--- config.mk ---
export PLATFORM = sky130hd
export DESIGN_NAME = uartTop
export DESIGN_NICKNAME = d
export VERILOG_FILES = /design/src/uartPkg.sv /design/src/uartCtrlIf.sv /design/src/uartRegDecode.sv /design/src/uartBaudGen.sv /design/src/uartTransmitter.sv /design/src/uartReceiver.sv /design/src/uartRxResult.sv /design/src/uartTop.sv
export SDC_FILE = /design/constraint.sdc
export NUM_CORES = 1
export LEC_CHECK = 0
export BUFFER_PORTS_ARGS = -buffer_cell sky130_fd_sc_hd__buf_2
export CORE_MARGIN = 5
export CORE_UTILIZATION = 39
export DETAILED_ROUTE_END_ITERATION = 8
export GPL_ROUTABILITY_DRIVEN = 1
export PLACE_DENSITY = 0.62
export SLEW_MARGIN = 20
export SYNTH_ARGS = -nofsm -noshare
export SYNTH_HDL_FRONTEND = slang
export SYNTH_SLANG_ARGS = --single-unit
export TNS_END_PERCENT = 30
--- constraint.sdc ---
create_clock -name clk -period 4.1 [get_ports clk]
set_input_delay 0.82 -clock clk [delete_from_list [all_inputs] [get_ports clk]]
set_output_delay 0.82 -clock clk [all_outputs]
set_load 0.01 [all_outputs]
--- src/uartPkg.sv ---
package uartPkg;

    // Bus widths of the AXI4-Lite register port
    localparam int addrWidth = 4;
    localparam int busWidth = 32;

    // Register offsets
    localparam logic [addrWidth-1:0] addrTxData = 4'h0;
    localparam logic [addrWidth-1:0] addrRxData = 4'h4;
    localparam logic [addrWidth-1:0] addrStatus = 4'h8;
    localparam logic [addrWidth-1:0] addrBaudDiv = 4'hC;

    // Bit positions in the status word
    localparam int stTxReady = 0;
    localparam int stRxValid = 1;
    localparam int stOverrun = 2;
    localparam int stFrameErr = 3;

    // AXI response codes
    localparam logic [1:0] respOkay = 2'b00;
    localparam logic [1:0] respSlvErr = 2'b10;

    // Baud divisor register
    localparam int divWidth = 16;
    localparam logic [divWidth-1:0] resetBaudDiv = '0;

endpackage

--- src/uartCtrlIf.sv ---
`timescale 1ns/1ps

interface uartCtrlIf #(
    parameter int dataWidth = 8
);

    // Transmit side
    logic [dataWidth-1:0] txData;
    logic txStart;
    logic txReady;

    // Receive holding register and its flags
    logic [dataWidth-1:0] rxData;
    logic rxValid;
    logic rxOverrun;
    logic rxFrameErr;
    logic rxClear;

    modport decoder (
        output txData, txStart, rxClear,
        input txReady, rxData, rxValid, rxOverrun, rxFrameErr
    );

    modport transmitter (
        input txData, txStart,
        output txReady
    );

    modport result (
        input rxClear,
        output rxData, rxValid, rxOverrun, rxFrameErr
    );

endinterface

--- src/uartRegDecode.sv ---
`timescale 1ns/1ps

module uartRegDecode #(
    parameter int dataWidth = 8
) (
    input logic clk,
    input logic rstN,
    input logic [uartPkg::addrWidth-1:0] awaddr,
    input logic awvalid,
    output logic awready,
    input logic [uartPkg::busWidth-1:0] wdata,
    input logic wvalid,
    output logic wready,
    output logic [1:0] bresp,
    output logic bvalid,
    input logic bready,
    input logic [uartPkg::addrWidth-1:0] araddr,
    input logic arvalid,
    output logic arready,
    output logic [uartPkg::busWidth-1:0] rdata,
    output logic [1:0] rresp,
    output logic rvalid,
    input logic rready,
    uartCtrlIf.decoder ctrl,
    output logic [uartPkg::divWidth-1:0] baudDiv
);

    import uartPkg::*;

    logic wrHs;
    logic arHs;
    logic wrOk;
    logic rdOk;
    logic [busWidth-1:0] statusWord;
    logic [busWidth-1:0] readWord;

    // Address and data are taken together, so one cycle finishes the write
    assign awready = awvalid && wvalid && !bvalid;
    assign wready = awready;
    assign wrHs = awready;

    assign arready = !rvalid;
    assign arHs = arvalid && arready;

    always_comb begin
        case (awaddr)
            addrTxData: wrOk = ctrl.txReady;
            addrBaudDiv: wrOk = 1'b1;
            default: wrOk = 1'b0;
        endcase
    end

    // A busy transmitter drops the byte instead of starting
    assign ctrl.txStart = wrHs && (awaddr == addrTxData) && ctrl.txReady;
    assign ctrl.txData = wdata[dataWidth-1:0];
    assign ctrl.rxClear = arHs && (araddr == addrRxData);

    always_comb begin
        statusWord = '0;
        statusWord[stTxReady] = ctrl.txReady;
        statusWord[stRxValid] = ctrl.rxValid;
        statusWord[stOverrun] = ctrl.rxOverrun;
        statusWord[stFrameErr] = ctrl.rxFrameErr;
    end

    always_comb begin
        readWord = '0;
        rdOk = 1'b1;
        case (araddr)
            addrRxData: readWord = busWidth'(ctrl.rxData);
            addrStatus: readWord = statusWord;
            addrBaudDiv: readWord = busWidth'(baudDiv);
            default: rdOk = 1'b0;
        endcase
    end

    always_ff @(posedge clk or negedge rstN) begin
        if (!rstN) begin
            bvalid <= 1'b0;
            baudDiv <= resetBaudDiv;
        end else begin
            if (wrHs) begin
                bvalid <= 1'b1;
            end else if (bready) begin
                bvalid <= 1'b0;
            end
            if (wrHs && (awaddr == addrBaudDiv)) begin
                baudDiv <= wdata[divWidth-1:0];
            end
        end
    end

    always_ff @(posedge clk) begin
        if (wrHs) begin
            bresp <= wrOk ? respOkay : respSlvErr;
        end
    end

    always_ff @(posedge clk or negedge rstN) begin
        if (!rstN) begin
            rvalid <= 1'b0;
        end else if (arHs) begin
            rvalid <= 1'b1;
        end else if (rready) begin
            rvalid <= 1'b0;
        end
    end

    always_ff @(posedge clk) begin
        if (arHs) begin
            rdata <= readWord;
            rresp <= rdOk ? respOkay : respSlvErr;
        end
    end

    // Responses may not be withdrawn before the host accepts them
    bHoldA: assert property (@(posedge clk) disable iff (!rstN)
        bvalid && !bready |=> bvalid);
    rHoldA: assert property (@(posedge clk) disable iff (!rstN)
        rvalid && !rready |=> rvalid && $stable(rdata));

endmodule

--- src/uartBaudGen.sv ---
`timescale 1ns/1ps

module uartBaudGen (
    input logic clk,
    input logic rstN,
    input logic [uartPkg::divWidth-1:0] baudDiv,
    output logic baudTick
);

    import uartPkg::*;

    logic [divWidth-1:0] count;

    // The divisor is only loaded at zero, so a new value waits for the next reload
    always_ff @(posedge clk or negedge rstN) begin
        if (!rstN) begin
            count <= '0;
            baudTick <= 1'b0;
        end else if (count == '0) begin
            count <= baudDiv;
            baudTick <= 1'b1;
        end else begin
            count <= count - 1'b1;
            baudTick <= 1'b0;
        end
    end

endmodule

--- src/uartTransmitter.sv ---
`timescale 1ns/1ps

module uartTransmitter #(
    parameter int dataWidth = 8
) (
    input logic clk,
    input logic rstN,
    input logic baudTick,
    uartCtrlIf.transmitter ctrl,
    output logic txd
);

    typedef enum logic [1:0] {
        txIdle,
        txStartBit,
        txDataBits,
        txStopBit
    } txState;

    localparam int countWidth = $clog2(dataWidth);

    txState state;
    txState stateNext;
    logic [dataWidth-1:0] shiftReg;
    logic [dataWidth-1:0] shiftNext;
    logic [countWidth-1:0] bitCount;
    logic [countWidth-1:0] bitCountNext;
    logic [3:0] tickCount;
    logic [3:0] tickNext;
    logic txBit;
    logic txBitNext;

    always_ff @(posedge clk or negedge rstN) begin
        if (!rstN) begin
            state <= txIdle;
            bitCount <= '0;
            tickCount <= '0;
            txBit <= 1'b1;
        end else begin
            state <= stateNext;
            bitCount <= bitCountNext;
            tickCount <= tickNext;
            txBit <= txBitNext;
        end
    end

    always_ff @(posedge clk) begin
        shiftReg <= shiftNext;
    end

    always_comb begin
        stateNext = state;
        shiftNext = shiftReg;
        bitCountNext = bitCount;
        tickNext = tickCount;
        txBitNext = txBit;
        case (state)
            txIdle: begin
                txBitNext = 1'b1;
                if (ctrl.txStart) begin
                    shiftNext = ctrl.txData;
                    tickNext = '0;
                    txBitNext = 1'b0;
                    stateNext = txStartBit;
                end
            end
            txStartBit: begin
                if (baudTick) begin
                    tickNext = tickCount + 1'b1;
                    if (tickCount == 4'd15) begin
                        bitCountNext = '0;
                        txBitNext = shiftReg[0];
                        stateNext = txDataBits;
                    end
                end
            end
            txDataBits: begin
                txBitNext = shiftReg[0];
                if (baudTick) begin
                    tickNext = tickCount + 1'b1;
                    if (tickCount == 4'd15) begin
                        shiftNext = shiftReg >> 1;
                        bitCountNext = bitCount + 1'b1;
                        txBitNext = shiftNext[0];
                        if (bitCount == countWidth'(dataWidth - 1)) begin
                            txBitNext = 1'b1;
                            stateNext = txStopBit;
                        end
                    end
                end
            end
            txStopBit: begin
                if (baudTick) begin
                    tickNext = tickCount + 1'b1;
                    if (tickCount == 4'd15) begin
                        stateNext = txIdle;
                    end
                end
            end
            default: stateNext = txIdle;
        endcase
    end

    assign txd = txBit;
    assign ctrl.txReady = (state == txIdle);

    // A start request puts the start bit on the line one clock later
    startBitA: assert property (@(posedge clk) disable iff (!rstN)
        ctrl.txStart |=> !ctrl.txReady && !txd);

endmodule

--- src/uartReceiver.sv ---
`timescale 1ns/1ps

module uartReceiver #(
    parameter int dataWidth = 8
) (
    input logic clk,
    input logic rstN,
    input logic baudTick,
    input logic rxd,
    output logic [dataWidth-1:0] rxByte,
    output logic rxDone,
    output logic rxBadStop
);

    typedef enum logic [1:0] {
        rxIdle,
        rxStartBit,
        rxDataBits,
        rxStopBit
    } rxState;

    localparam int countWidth = $clog2(dataWidth);

    rxState state;
    logic [1:0] rxSync;
    logic rxLine;
    logic rxPrev;
    logic [3:0] tickCount;
    logic [countWidth-1:0] bitCount;

    // Two flops against metastability on the asynchronous pin
    always_ff @(posedge clk or negedge rstN) begin
        if (!rstN) begin
            rxSync <= 2'b11;
            rxPrev <= 1'b1;
        end else begin
            rxSync <= {rxSync[0], rxd};
            rxPrev <= rxLine;
        end
    end

    assign rxLine = rxSync[1];

    always_ff @(posedge clk or negedge rstN) begin
        if (!rstN) begin
            state <= rxIdle;
            tickCount <= '0;
            bitCount <= '0;
            rxDone <= 1'b0;
            rxBadStop <= 1'b0;
        end else begin
            rxDone <= 1'b0;
            case (state)
                rxIdle: begin
                    if (rxPrev && !rxLine) begin
                        tickCount <= '0;
                        state <= rxStartBit;
                    end
                end
                rxStartBit: begin
                    if (baudTick) begin
                        tickCount <= tickCount + 1'b1;
                        // Mid-point of the start bit, a high line here was a glitch
                        if (tickCount == 4'd7) begin
                            tickCount <= '0;
                            bitCount <= '0;
                            state <= rxLine ? rxIdle : rxDataBits;
                        end
                    end
                end
                rxDataBits: begin
                    if (baudTick) begin
                        tickCount <= tickCount + 1'b1;
                        if (tickCount == 4'd15) begin
                            bitCount <= bitCount + 1'b1;
                            if (bitCount == countWidth'(dataWidth - 1)) begin
                                state <= rxStopBit;
                            end
                        end
                    end
                end
                rxStopBit: begin
                    if (baudTick) begin
                        tickCount <= tickCount + 1'b1;
                        if (tickCount == 4'd15) begin
                            rxDone <= 1'b1;
                            rxBadStop <= !rxLine;
                            state <= rxIdle;
                        end
                    end
                end
                default: state <= rxIdle;
            endcase
        end
    end

    // LSB arrives first and ends up in bit 0
    always_ff @(posedge clk) begin
        if (state == rxDataBits && baudTick && tickCount == 4'd15) begin
            rxByte <= {rxLine, rxByte[dataWidth-1:1]};
        end
    end

endmodule

--- src/uartRxResult.sv ---
`timescale 1ns/1ps

module uartRxResult #(
    parameter int dataWidth = 8
) (
    input logic clk,
    input logic rstN,
    input logic [dataWidth-1:0] rxByte,
    input logic rxDone,
    input logic rxBadStop,
    uartCtrlIf.result ctrl
);

    always_ff @(posedge clk or negedge rstN) begin
        if (!rstN) begin
            ctrl.rxValid <= 1'b0;
            ctrl.rxOverrun <= 1'b0;
            ctrl.rxFrameErr <= 1'b0;
        end else if (rxDone) begin
            ctrl.rxValid <= 1'b1;
            // A byte read in this same cycle was consumed, so it is no overrun
            ctrl.rxOverrun <= (ctrl.rxOverrun || ctrl.rxValid) && !ctrl.rxClear;
            ctrl.rxFrameErr <= rxBadStop;
        end else if (ctrl.rxClear) begin
            ctrl.rxValid <= 1'b0;
            ctrl.rxOverrun <= 1'b0;
            ctrl.rxFrameErr <= 1'b0;
        end
    end

    always_ff @(posedge clk) begin
        if (rxDone) begin
            ctrl.rxData <= rxByte;
        end
    end

    // Error flags only ever describe a byte that is still held
    flagsNeedValidA: assert property (@(posedge clk) disable iff (!rstN)
        (ctrl.rxOverrun || ctrl.rxFrameErr) |-> ctrl.rxValid);

endmodule

--- src/uartTop.sv ---
`timescale 1ns/1ps

module uartTop #(
    parameter int dataWidth = 8
) (
    input logic clk,
    input logic rstN,
    input logic [uartPkg::addrWidth-1:0] awaddr,
    input logic awvalid,
    output logic awready,
    input logic [uartPkg::busWidth-1:0] wdata,
    input logic wvalid,
    output logic wready,
    output logic [1:0] bresp,
    output logic bvalid,
    input logic bready,
    input logic [uartPkg::addrWidth-1:0] araddr,
    input logic arvalid,
    output logic arready,
    output logic [uartPkg::busWidth-1:0] rdata,
    output logic [1:0] rresp,
    output logic rvalid,
    input logic rready,
    output logic txd,
    input logic rxd
);

    import uartPkg::*;

    logic [divWidth-1:0] baudDiv;
    logic baudTick;
    logic [dataWidth-1:0] rxByte;
    logic rxDone;
    logic rxBadStop;

    uartCtrlIf #(.dataWidth(dataWidth)) ctrl ();

    uartRegDecode #(.dataWidth(dataWidth)) regDecode (
        .clk(clk), .rstN(rstN),
        .awaddr(awaddr), .awvalid(awvalid), .awready(awready),
        .wdata(wdata), .wvalid(wvalid), .wready(wready),
        .bresp(bresp), .bvalid(bvalid), .bready(bready),
        .araddr(araddr), .arvalid(arvalid), .arready(arready),
        .rdata(rdata), .rresp(rresp), .rvalid(rvalid), .rready(rready),
        .ctrl(ctrl.decoder), .baudDiv(baudDiv)
    );

    uartBaudGen baudGen (
        .clk(clk), .rstN(rstN), .baudDiv(baudDiv), .baudTick(baudTick)
    );

    uartTransmitter #(.dataWidth(dataWidth)) transmitter (
        .clk(clk), .rstN(rstN), .baudTick(baudTick),
        .ctrl(ctrl.transmitter), .txd(txd)
    );

    uartReceiver #(.dataWidth(dataWidth)) receiver (
        .clk(clk), .rstN(rstN), .baudTick(baudTick), .rxd(rxd),
        .rxByte(rxByte), .rxDone(rxDone), .rxBadStop(rxBadStop)
    );

    uartRxResult #(.dataWidth(dataWidth)) rxResult (
        .clk(clk), .rstN(rstN), .rxByte(rxByte), .rxDone(rxDone),
        .rxBadStop(rxBadStop), .ctrl(ctrl.result)
    );

endmodule

==> results by group, run 1 <==
Timing
  – Worst hold slack: 0.357 ns
  – Measured slew at the worst slew-check pin: 0.866 ns
  – Final period util: 0.611
  – Final min period: 2.51 ns
  – Fmax: 399 MHz
  – Setup ws final: 1.59 ns
  – Pins over their slew limit: 0
  – RSZ-0062 raised after global routing: no
  – Hold Fails Final Rpt: 0
  – Relative slew slack: 0.421
  – Final setup violation count: 0
  – Setup Skew: 0.0116 ns
  – Setup TNS: 0 ns

Clocking
  – CTS Sinks: 104
  – Max clock buf depth: 2
  – Hold Buf Count CTS: 0
  – Clock latency on the worst-skew pair: 0.35 ns
  – H-Tree Depth: 3
  – Clock transition at path regs: 0.08 ns
  – Clk root buf: clkbuf_16
  – # resized after CTS: 0
  – CTS tree: built
  – CTS buffer count: 9
  – Post-CTS Setup Inserts: 0

Synthesis
  – Dominant cells by area after synthesis: dfrtp_1, edfxtp_1, mux2_2, ha_1, buf_4
  – Fraction of registers with async set/reset: 0.596
  – Count leader, synth: dfrtp_1
  – Cell taking the most area after synthesis: dfrtp_1
  – Top_reg_cell synth: dfrtp_1
  – Netlist cell types: 57
  – Register area share after synthesis: 0.574
  – Synth top area share: 0.296
  – Netlist Area Pre-Place: 4910 um2
  – Post-synth EDFFs: 42
  – Yosys reg bits: 104
  – Synthesized instance count: 386
  – Avg Inst Size Synth: 12.7 um2
  – Commonest cells in the synthesized netlist: dfrtp_1, edfxtp_1, mux2_2
  – Synth Warn #: 0

Finish
  – Post-layout util: 0.447
  – Fin nets: 505
  – Final cell count without fillers: 620
  – Layout cells sized above 1: 0.286
  – Diode count: 0
  – P&R area growth vs syn: 13.6%
  – # fillers: 1170
  – Design area: 5580 um2
  – Footprint of the multi-input gates: 1890 um2
  – Sequential cell area: 2820 um2

Worst hold path
  – Worst min-delay path startpoint: receiver.rxSync[0]
  – Hold-critical path depth: 0
  – Worst min path class: flip-flop to flip-flop
  – Hold Path Sink: receiver.rxSync[1]

Floorplan
  – Core Footprint: 12500 um2
  – Die height: 122 um
  – Die area: 14900 um2
  – Die W: 122 um
  – Ports: 90
  – Initial core utilization: 0.394
  – # rows: 41

Critical path
  – Critical path class: flip-flop to flip-flop
  – Critical path capture point type: flip-flop
  – R2R depth: 4
  – Reg-to-Reg End: baudGen.count[0]
  – Worst r2r src: baudGen.count[2]
  – Element type at the critical path start: flip-flop
  – CP Data Required Time: 4.34 ns
  – WP data arrival: 2.74 ns
  – Reg2Reg Setup Slack: 1.59 ns
  – Worst-path fanout max: 14

Detailed routing
  – WL met2: 4.64 mm
  – Starting DRT DRC Count: 152
  – DRC Markers: 0
  – Detailed-route wire length on metal 1: 3.94 mm
  – Remaining antenna violation count: 0
  – Total Wirelength: 9.03 mm
  – Pre-antenna DRT Iters: 4
  – Routed wire length per instance: 14.6 um
  – Vias: 2988
  – DR top layer: met4
  – Routed vias/inst: 4.82
  – WL met3: 367 um

Global routing
  – First-pass GRT wire length: 15.2 mm
  – Overflow after GRT: 0
  – Vias in the first global route: 3006
  – Largest net degree at the start of global routing: 39
  – Tot GR Track Use: 0.131
  – Initial antenna violation count: 0

Power and ir drop
  – Pwr Total: 2.67 mW
  – Peak VDD IR: 0.242 mV
  – Power density cells: 479 nW/um2
  – Leakage: 2.41 nW

Placed design
  – Port Buf Inserts: 55
  – Placed cell count: 604
  – Placed cell area: 5290 um2
  – Final HPWL DP: 6.67 mm
  – Placer Congestion: 0.830
  – Pre-CTS worst setup slack: 1.42 ns

Run
  – Max-cap violations: 0

Outcome
  – Status: complete, no violations
[cells in the final DEF (no fill, tap or decap), drive strengths merged, types with 9 or more instances in the layout]
cell type / count
mux2: 42
nor3: 12
o21ai: 14
buf: 57
nor2: 22
nand2: 24
clkbuf: 9
ha: 14
inv: 23
dfrtp: 58
and2: 9
conb: 18
edfxtp: 42
[report_power, final]
| group | switching [mW] | internal (mW) |
|---|---|---|
| combinational | 0.207 | 0.245 |
| clock | 0.413 | 0.430 |
| sequential | 0.148 | 1.23 |
[logic make-up after synthesis]
| kind of cell | share of synthesized area |
|---|---|
| flops | 0.574 |
| compound gates | 0.0706 |
| buf+inv | 0.0533 |
| fa+ha+maj | 0.0357 |
| xor+xnor | 0.0250 |
| mux | 0.117 |
| other cells | 0.000764 |
| simple gates | 0.123 |
[critical path, stage by stage (launching register included)]
cell and delay (ns):
dfrtp_1 0.45, nor4_4 0.55, nand4_4 0.21, nor3_4 0.76, mux2_2 0.41
[flip-flops by register name, summed over array words and instances (netlist names), 2 cells and up, named ones only]
signal and cells:
transmitter.bitCount 3, receiver.rxByte 8, transmitter.tickCount 4, baudGen.count 16
receiver.tickCount 4, rxResult.ctrl.rxData 8, transmitter.shiftReg 8, receiver.bitCount 3
regDecode.baudDiv 16, regDecode.rdata 16, transmitter.state 2, receiver.rxSync 2
[how the worst max path moves through the flow]
stage | start | slack, ns | endpoint
CTS | baudGen.count[2] | 1.56 | baudGen.count[0]
floorplan | awaddr[1] | 1.74 | transmitter.shiftReg[0]
global route | baudGen.count[2] | 1.41 | baudGen.count[0]
global placement | awaddr[1] | 1.47 | transmitter.shiftReg[7]
finish | baudGen.count[2] | 1.59 | baudGen.count[0]
detailed placement | awaddr[1] | 1.42 | transmitter.shiftReg[5]
[final cells by class]
cell class                      count  area share
Tap cell                          172      0.0386
Inverter                           18      0.0121
Timing Repair Buffer               57      0.0520
Multi-Input combinational cell    253       0.340
Clock buffer                        9      0.0404
Sequential cell                   104       0.505
Clock inverter                      7      0.0121
[metal layers]
metal / vias to the layer above / GRT usage
met4: 0 / 0.0322
met2: 50 / 0.222
met1: 1460 / 0.164
li1: 1470 / -
met5: - / 0
met3: 8 / 0.0399
Power figures use the tool's default switching activity.
==> inputs of run 2 (changes only) <==
Settings changed: ABC_AREA set to 1, PLACE_DENSITY 0.62 to 0.64.
Clock period 4.1 ns to 2.2 ns, I/O delays scaled along.
==> run 2 against run 1 <==
Net effect:
- die area rose by 4.8%
- utilization is 0.17 points higher
- first-iteration DRC count increased by 76%
- combinational power grew 4%
- area after synthesis rose by 5.2%
- largest cell class unchanged
- critical path type unchanged
- clock skew down 0.0030 ns
- total power up 64%
- final cell count is 30% higher
- fmax grew 38%
==> results by group, run 2 <==
Outcome
  – Status: complete, no violations (unchanged)

Synthesis
  – Synth top area share: 0.281 (was 0.296)
  – Yosys reg bits: 104 (unchanged)
  – Commonest cells in the synthesized netlist: nand2_1, inv_1, dfrtp_1 (was dfrtp_1, edfxtp_1, mux2_2)
  – Synth Warn #: 0 (unchanged)
  – Fraction of registers with async set/reset: 0.596 (unchanged)
  – Dominant cells by area after synthesis: dfrtp_1, edfxtp_1, nand2_1, inv_1, nor2_1 (was dfrtp_1, edfxtp_1, mux2_2, ha_1, buf_4)
  – Avg Inst Size Synth: 9.22 um2 (was 12.7 um2)
  – Post-synth EDFFs: 42 (unchanged)
  – Cell taking the most area after synthesis: dfrtp_1 (unchanged)
  – Count leader, synth: nand2_1 (was dfrtp_1)
  – Register area share after synthesis: 0.546 (was 0.574)
  – Top_reg_cell synth: dfrtp_1 (unchanged)
  – Netlist Area Pre-Place: 5160 um2 (was 4910 um2)
  – Synthesized instance count: 560 (was 386)
  – Netlist cell types: 40 (was 57)

Timing
  – Setup ws final: 0.384 ns (was 1.59 ns)
  – Fmax: 551 MHz (was 399 MHz)
  – Relative slew slack: 0.645 (was 0.421)
  – Setup TNS: 0 ns (unchanged)
  – Final setup violation count: 0 (unchanged)
  – Worst hold slack: 0.0890 ns (was 0.357 ns)
  – RSZ-0062 raised after global routing: no (unchanged)
  – Final min period: 1.82 ns (was 2.51 ns)
  – Pins over their slew limit: 0 (unchanged)
  – Setup Skew: 0.00860 ns (was 0.0116 ns)
  – Hold Fails Final Rpt: 0 (unchanged)
  – Final period util: 0.825 (was 0.611)
  – Measured slew at the worst slew-check pin: 0.529 ns (was 0.866 ns)

Critical path
  – Critical-path top delay cell: dfrtp_1 (was nor3_4)
  – Reg-to-Reg End: transmitter.shiftReg[4] (was baudGen.count[0])
  – Worst-path fanout max: 9 (was 14)
  – R2R depth: 6 (was 4)
  – CP Data Required Time: 2.31 ns (was 4.34 ns)
  – Reg2Reg Setup Slack: 0.38 ns (was 1.59 ns)
  – Element type at the critical path start: flip-flop (unchanged)
  – Worst r2r src: transmitter.state[0] (was baudGen.count[2])
  – Worst path cell trace: inv_1 -> ha_1 -> inv_1 -> nor2_1 -> nor3_1 -> buf_4 (was nor4_4 -> nand4_4 -> nor3_4 -> mux2_2)
  – Critical path capture point type: flip-flop (unchanged)
  – Start point of the critical path: transmitter.state[0] (was baudGen.count[2])
  – Critical path class: flip-flop to flip-flop (unchanged)
  – Worst setup endpoint: transmitter.shiftReg[4] (was baudGen.count[0])
  – Max incr delay on CP: 0.42 ns (was 0.76 ns)
  – WP data arrival: 1.92 ns (was 2.74 ns)
  – CP most frequent cell: inv_1

Floorplan
  – Initial core utilization: 0.393 (was 0.394)
  – Core Footprint: 13100 um2 (was 12500 um2)
  – Ports: 90 (unchanged)
  – # rows: 42 (was 41)
  – Die area: 15600 um2 (was 14900 um2)
  – Die W: 125 um (was 122 um)
  – Die height: 125 um (was 122 um)

Clocking
  – CTS tree: built (unchanged)
  – CTS buffer count: 9 (unchanged)
  – Clk root buf: clkbuf_16 (unchanged)
  – CTS Sinks: 104 (unchanged)
  – Post-CTS Setup Inserts: 0 (unchanged)
  – Clock latency on the worst-skew pair: 0.34 ns (was 0.35 ns)
  – H-Tree Depth: 3 (unchanged)
  – # resized after CTS: 0 (unchanged)
  – Max clock buf depth: 2 (unchanged)
  – Clock transition at path regs: 0.07 ns (was 0.08 ns)
  – Hold Buf Count CTS: 0 (unchanged)

Finish
  – Biggest regs: baudGen.count (16), regDecode.baudDiv (16), regDecode.rdata (16) (unchanged)
  – P&R area growth vs syn: 14.2% (was 13.6%)
  – Commonest non-fill, non-tap cell in the layout: nand2_1 (was dfrtp_1)
  – Diode count: 0 (unchanged)
  – Fin nets: 684 (was 505)
  – Layout cells sized above 1: 0.191 (was 0.286)
  – Design area: 5900 um2 (was 5580 um2)
  – Final cell count without fillers: 803 (was 620)
  – Commonest non-fill, non-tap cells in the layout: nand2_1, inv_1, dfrtp_1 (was dfrtp_1, buf_2, edfxtp_1)

Global routing
  – First-pass GRT wire length: 17.3 mm (was 15.2 mm)
  – Tot GR Track Use: 0.135 (was 0.131)
  – Overflow after GRT: 0 (unchanged)
  – Initial antenna violation count: 0 (unchanged)
  – Largest net degree at the start of global routing: 63 (was 39)
  – Vias in the first global route: 3759 (was 3006)

Detailed routing
  – Remaining antenna violation count: 0 (unchanged)
  – Routed vias/inst: 4.63 (was 4.82)
  – Starting DRT DRC Count: 267 (was 152)
  – Pre-antenna DRT Iters: 7 (was 4)
  – Total Wirelength: 10.2 mm (was 9.03 mm)
  – DRC Markers: 0 (unchanged)
  – Vias: 3718 (was 2988)
  – Routed wire length per instance: 12.7 um (was 14.6 um)

Power and ir drop
  – Leakage: 2.83 nW (was 2.41 nW)
  – Power density cells: 743 nW/um2 (was 479 nW/um2)
  – Peak VDD IR: 0.391 mV (was 0.242 mV)

Worst hold path
  – Worst min path class: input pin to asynchronous set/reset pin (was flip-flop to flip-flop)

Placed design
  – Placer Congestion: 0.901 (was 0.830)
  – Port Buf Inserts: 55 (unchanged)
  – Pre-CTS worst setup slack: 0.415 ns (was 1.42 ns)
  – Placed cell count: 787 (was 604)
  – Placed cell area: 5570 um2 (was 5290 um2)
  – Final HPWL DP: 7.59 mm (was 6.67 mm)

Run
  – Max-cap violations: 0 (unchanged)
## run 2: cell count changes after synthesis, moves of 10 or more
cell	delta
nor2_1	+32
nand2_1	+138
mux2_2	-33
nand3_1	+20
o21ai_1	+10
inv_1	+49
## run 2: cells by family after synthesis
logic type               count (synthesis)  share of synthesized area
AO/OA/AOI/OAI                           59                     0.0734
XOR/XNOR                                 9                     0.0153
adder cells (fa/ha/maj)                 14                     0.0339
buffers and inverters                   96                     0.0935
flip-flops                             104                      0.546
multiplexers                             1                    0.00194
other                                    1                   0.000726
AND/OR/NAND/NOR                        276                      0.236
## run 2: metal layers
metal / part of all wire / vias up / track usage
li1: - / 1868 / -
met1: 0.43 / 1767 / 0.154
met2: 0.53 / 67 / 0.245
met3: 0.029 / 16 / 0.0345
met4: 0.016 / 0 / 0.0472
met5: 0 / - / 0
## run 2: worst min-delay path by stage
| stage | cells past startpoint | to | from | slack (ns) |
|---|---|---|---|---|
| 4_1_cts | 2 | transmitter.tickCount[0] | rstN | 0.11 |
| 3_3_place_gp | 0 | receiver.rxSync[1] | receiver.rxSync[0] | 0.35 |
| 3_5_place_dp | 0 | receiver.rxSync[1] | receiver.rxSync[0] | 0.35 |
| 5_1_grt | 2 | transmitter.tickCount[3] | rstN | 0.11 |
| 2_1_floorplan | 0 | asynchronous set/reset pin | rstN | 0.14 |
| 6_report | 2 | transmitter.tickCount[1] | rstN | 0.09 |
## run 2: final cells by class
type | count | area (um2)
inverter | 69 | 259
fill | 1222 | 7240
clock buffer | 13 | 282
multi-input combinational | 377 | 1930
tap | 176 | 220
clock inverter | 3 | 46.3
sequential | 104 | 2820
timing repair buffer | 61 | 345
## run 2: report_power, final
part	internal (mW)	total, mW	switching [mW]	leakage [nW]
Sequential	2.13	2.20	0.0693	1.13
Combinational	0.160	0.470	0.310	1.55
Clock	1.02	1.72	0.699	0.157
## run 2: worst max-delay path: cells and delay by family, from the launching register on
family / cells / cell delay [ns]
fa+ha+maj: 1 / 0.34
flops: 1 / 0.42
buf+inv: 3 / 0.47
simple gates: 2 / 0.34
## run 2: stage by stage
step / util / total power [mW]
2_1_floorplan: - / 2.55
3_3_place_gp: 0.424 / 2.69
3_5_place_dp: 0.424 / 2.71
4_1_cts: 0.449 / 4.43
5_1_grt: 0.449 / 4.59
6_report: 0.449 / 4.38
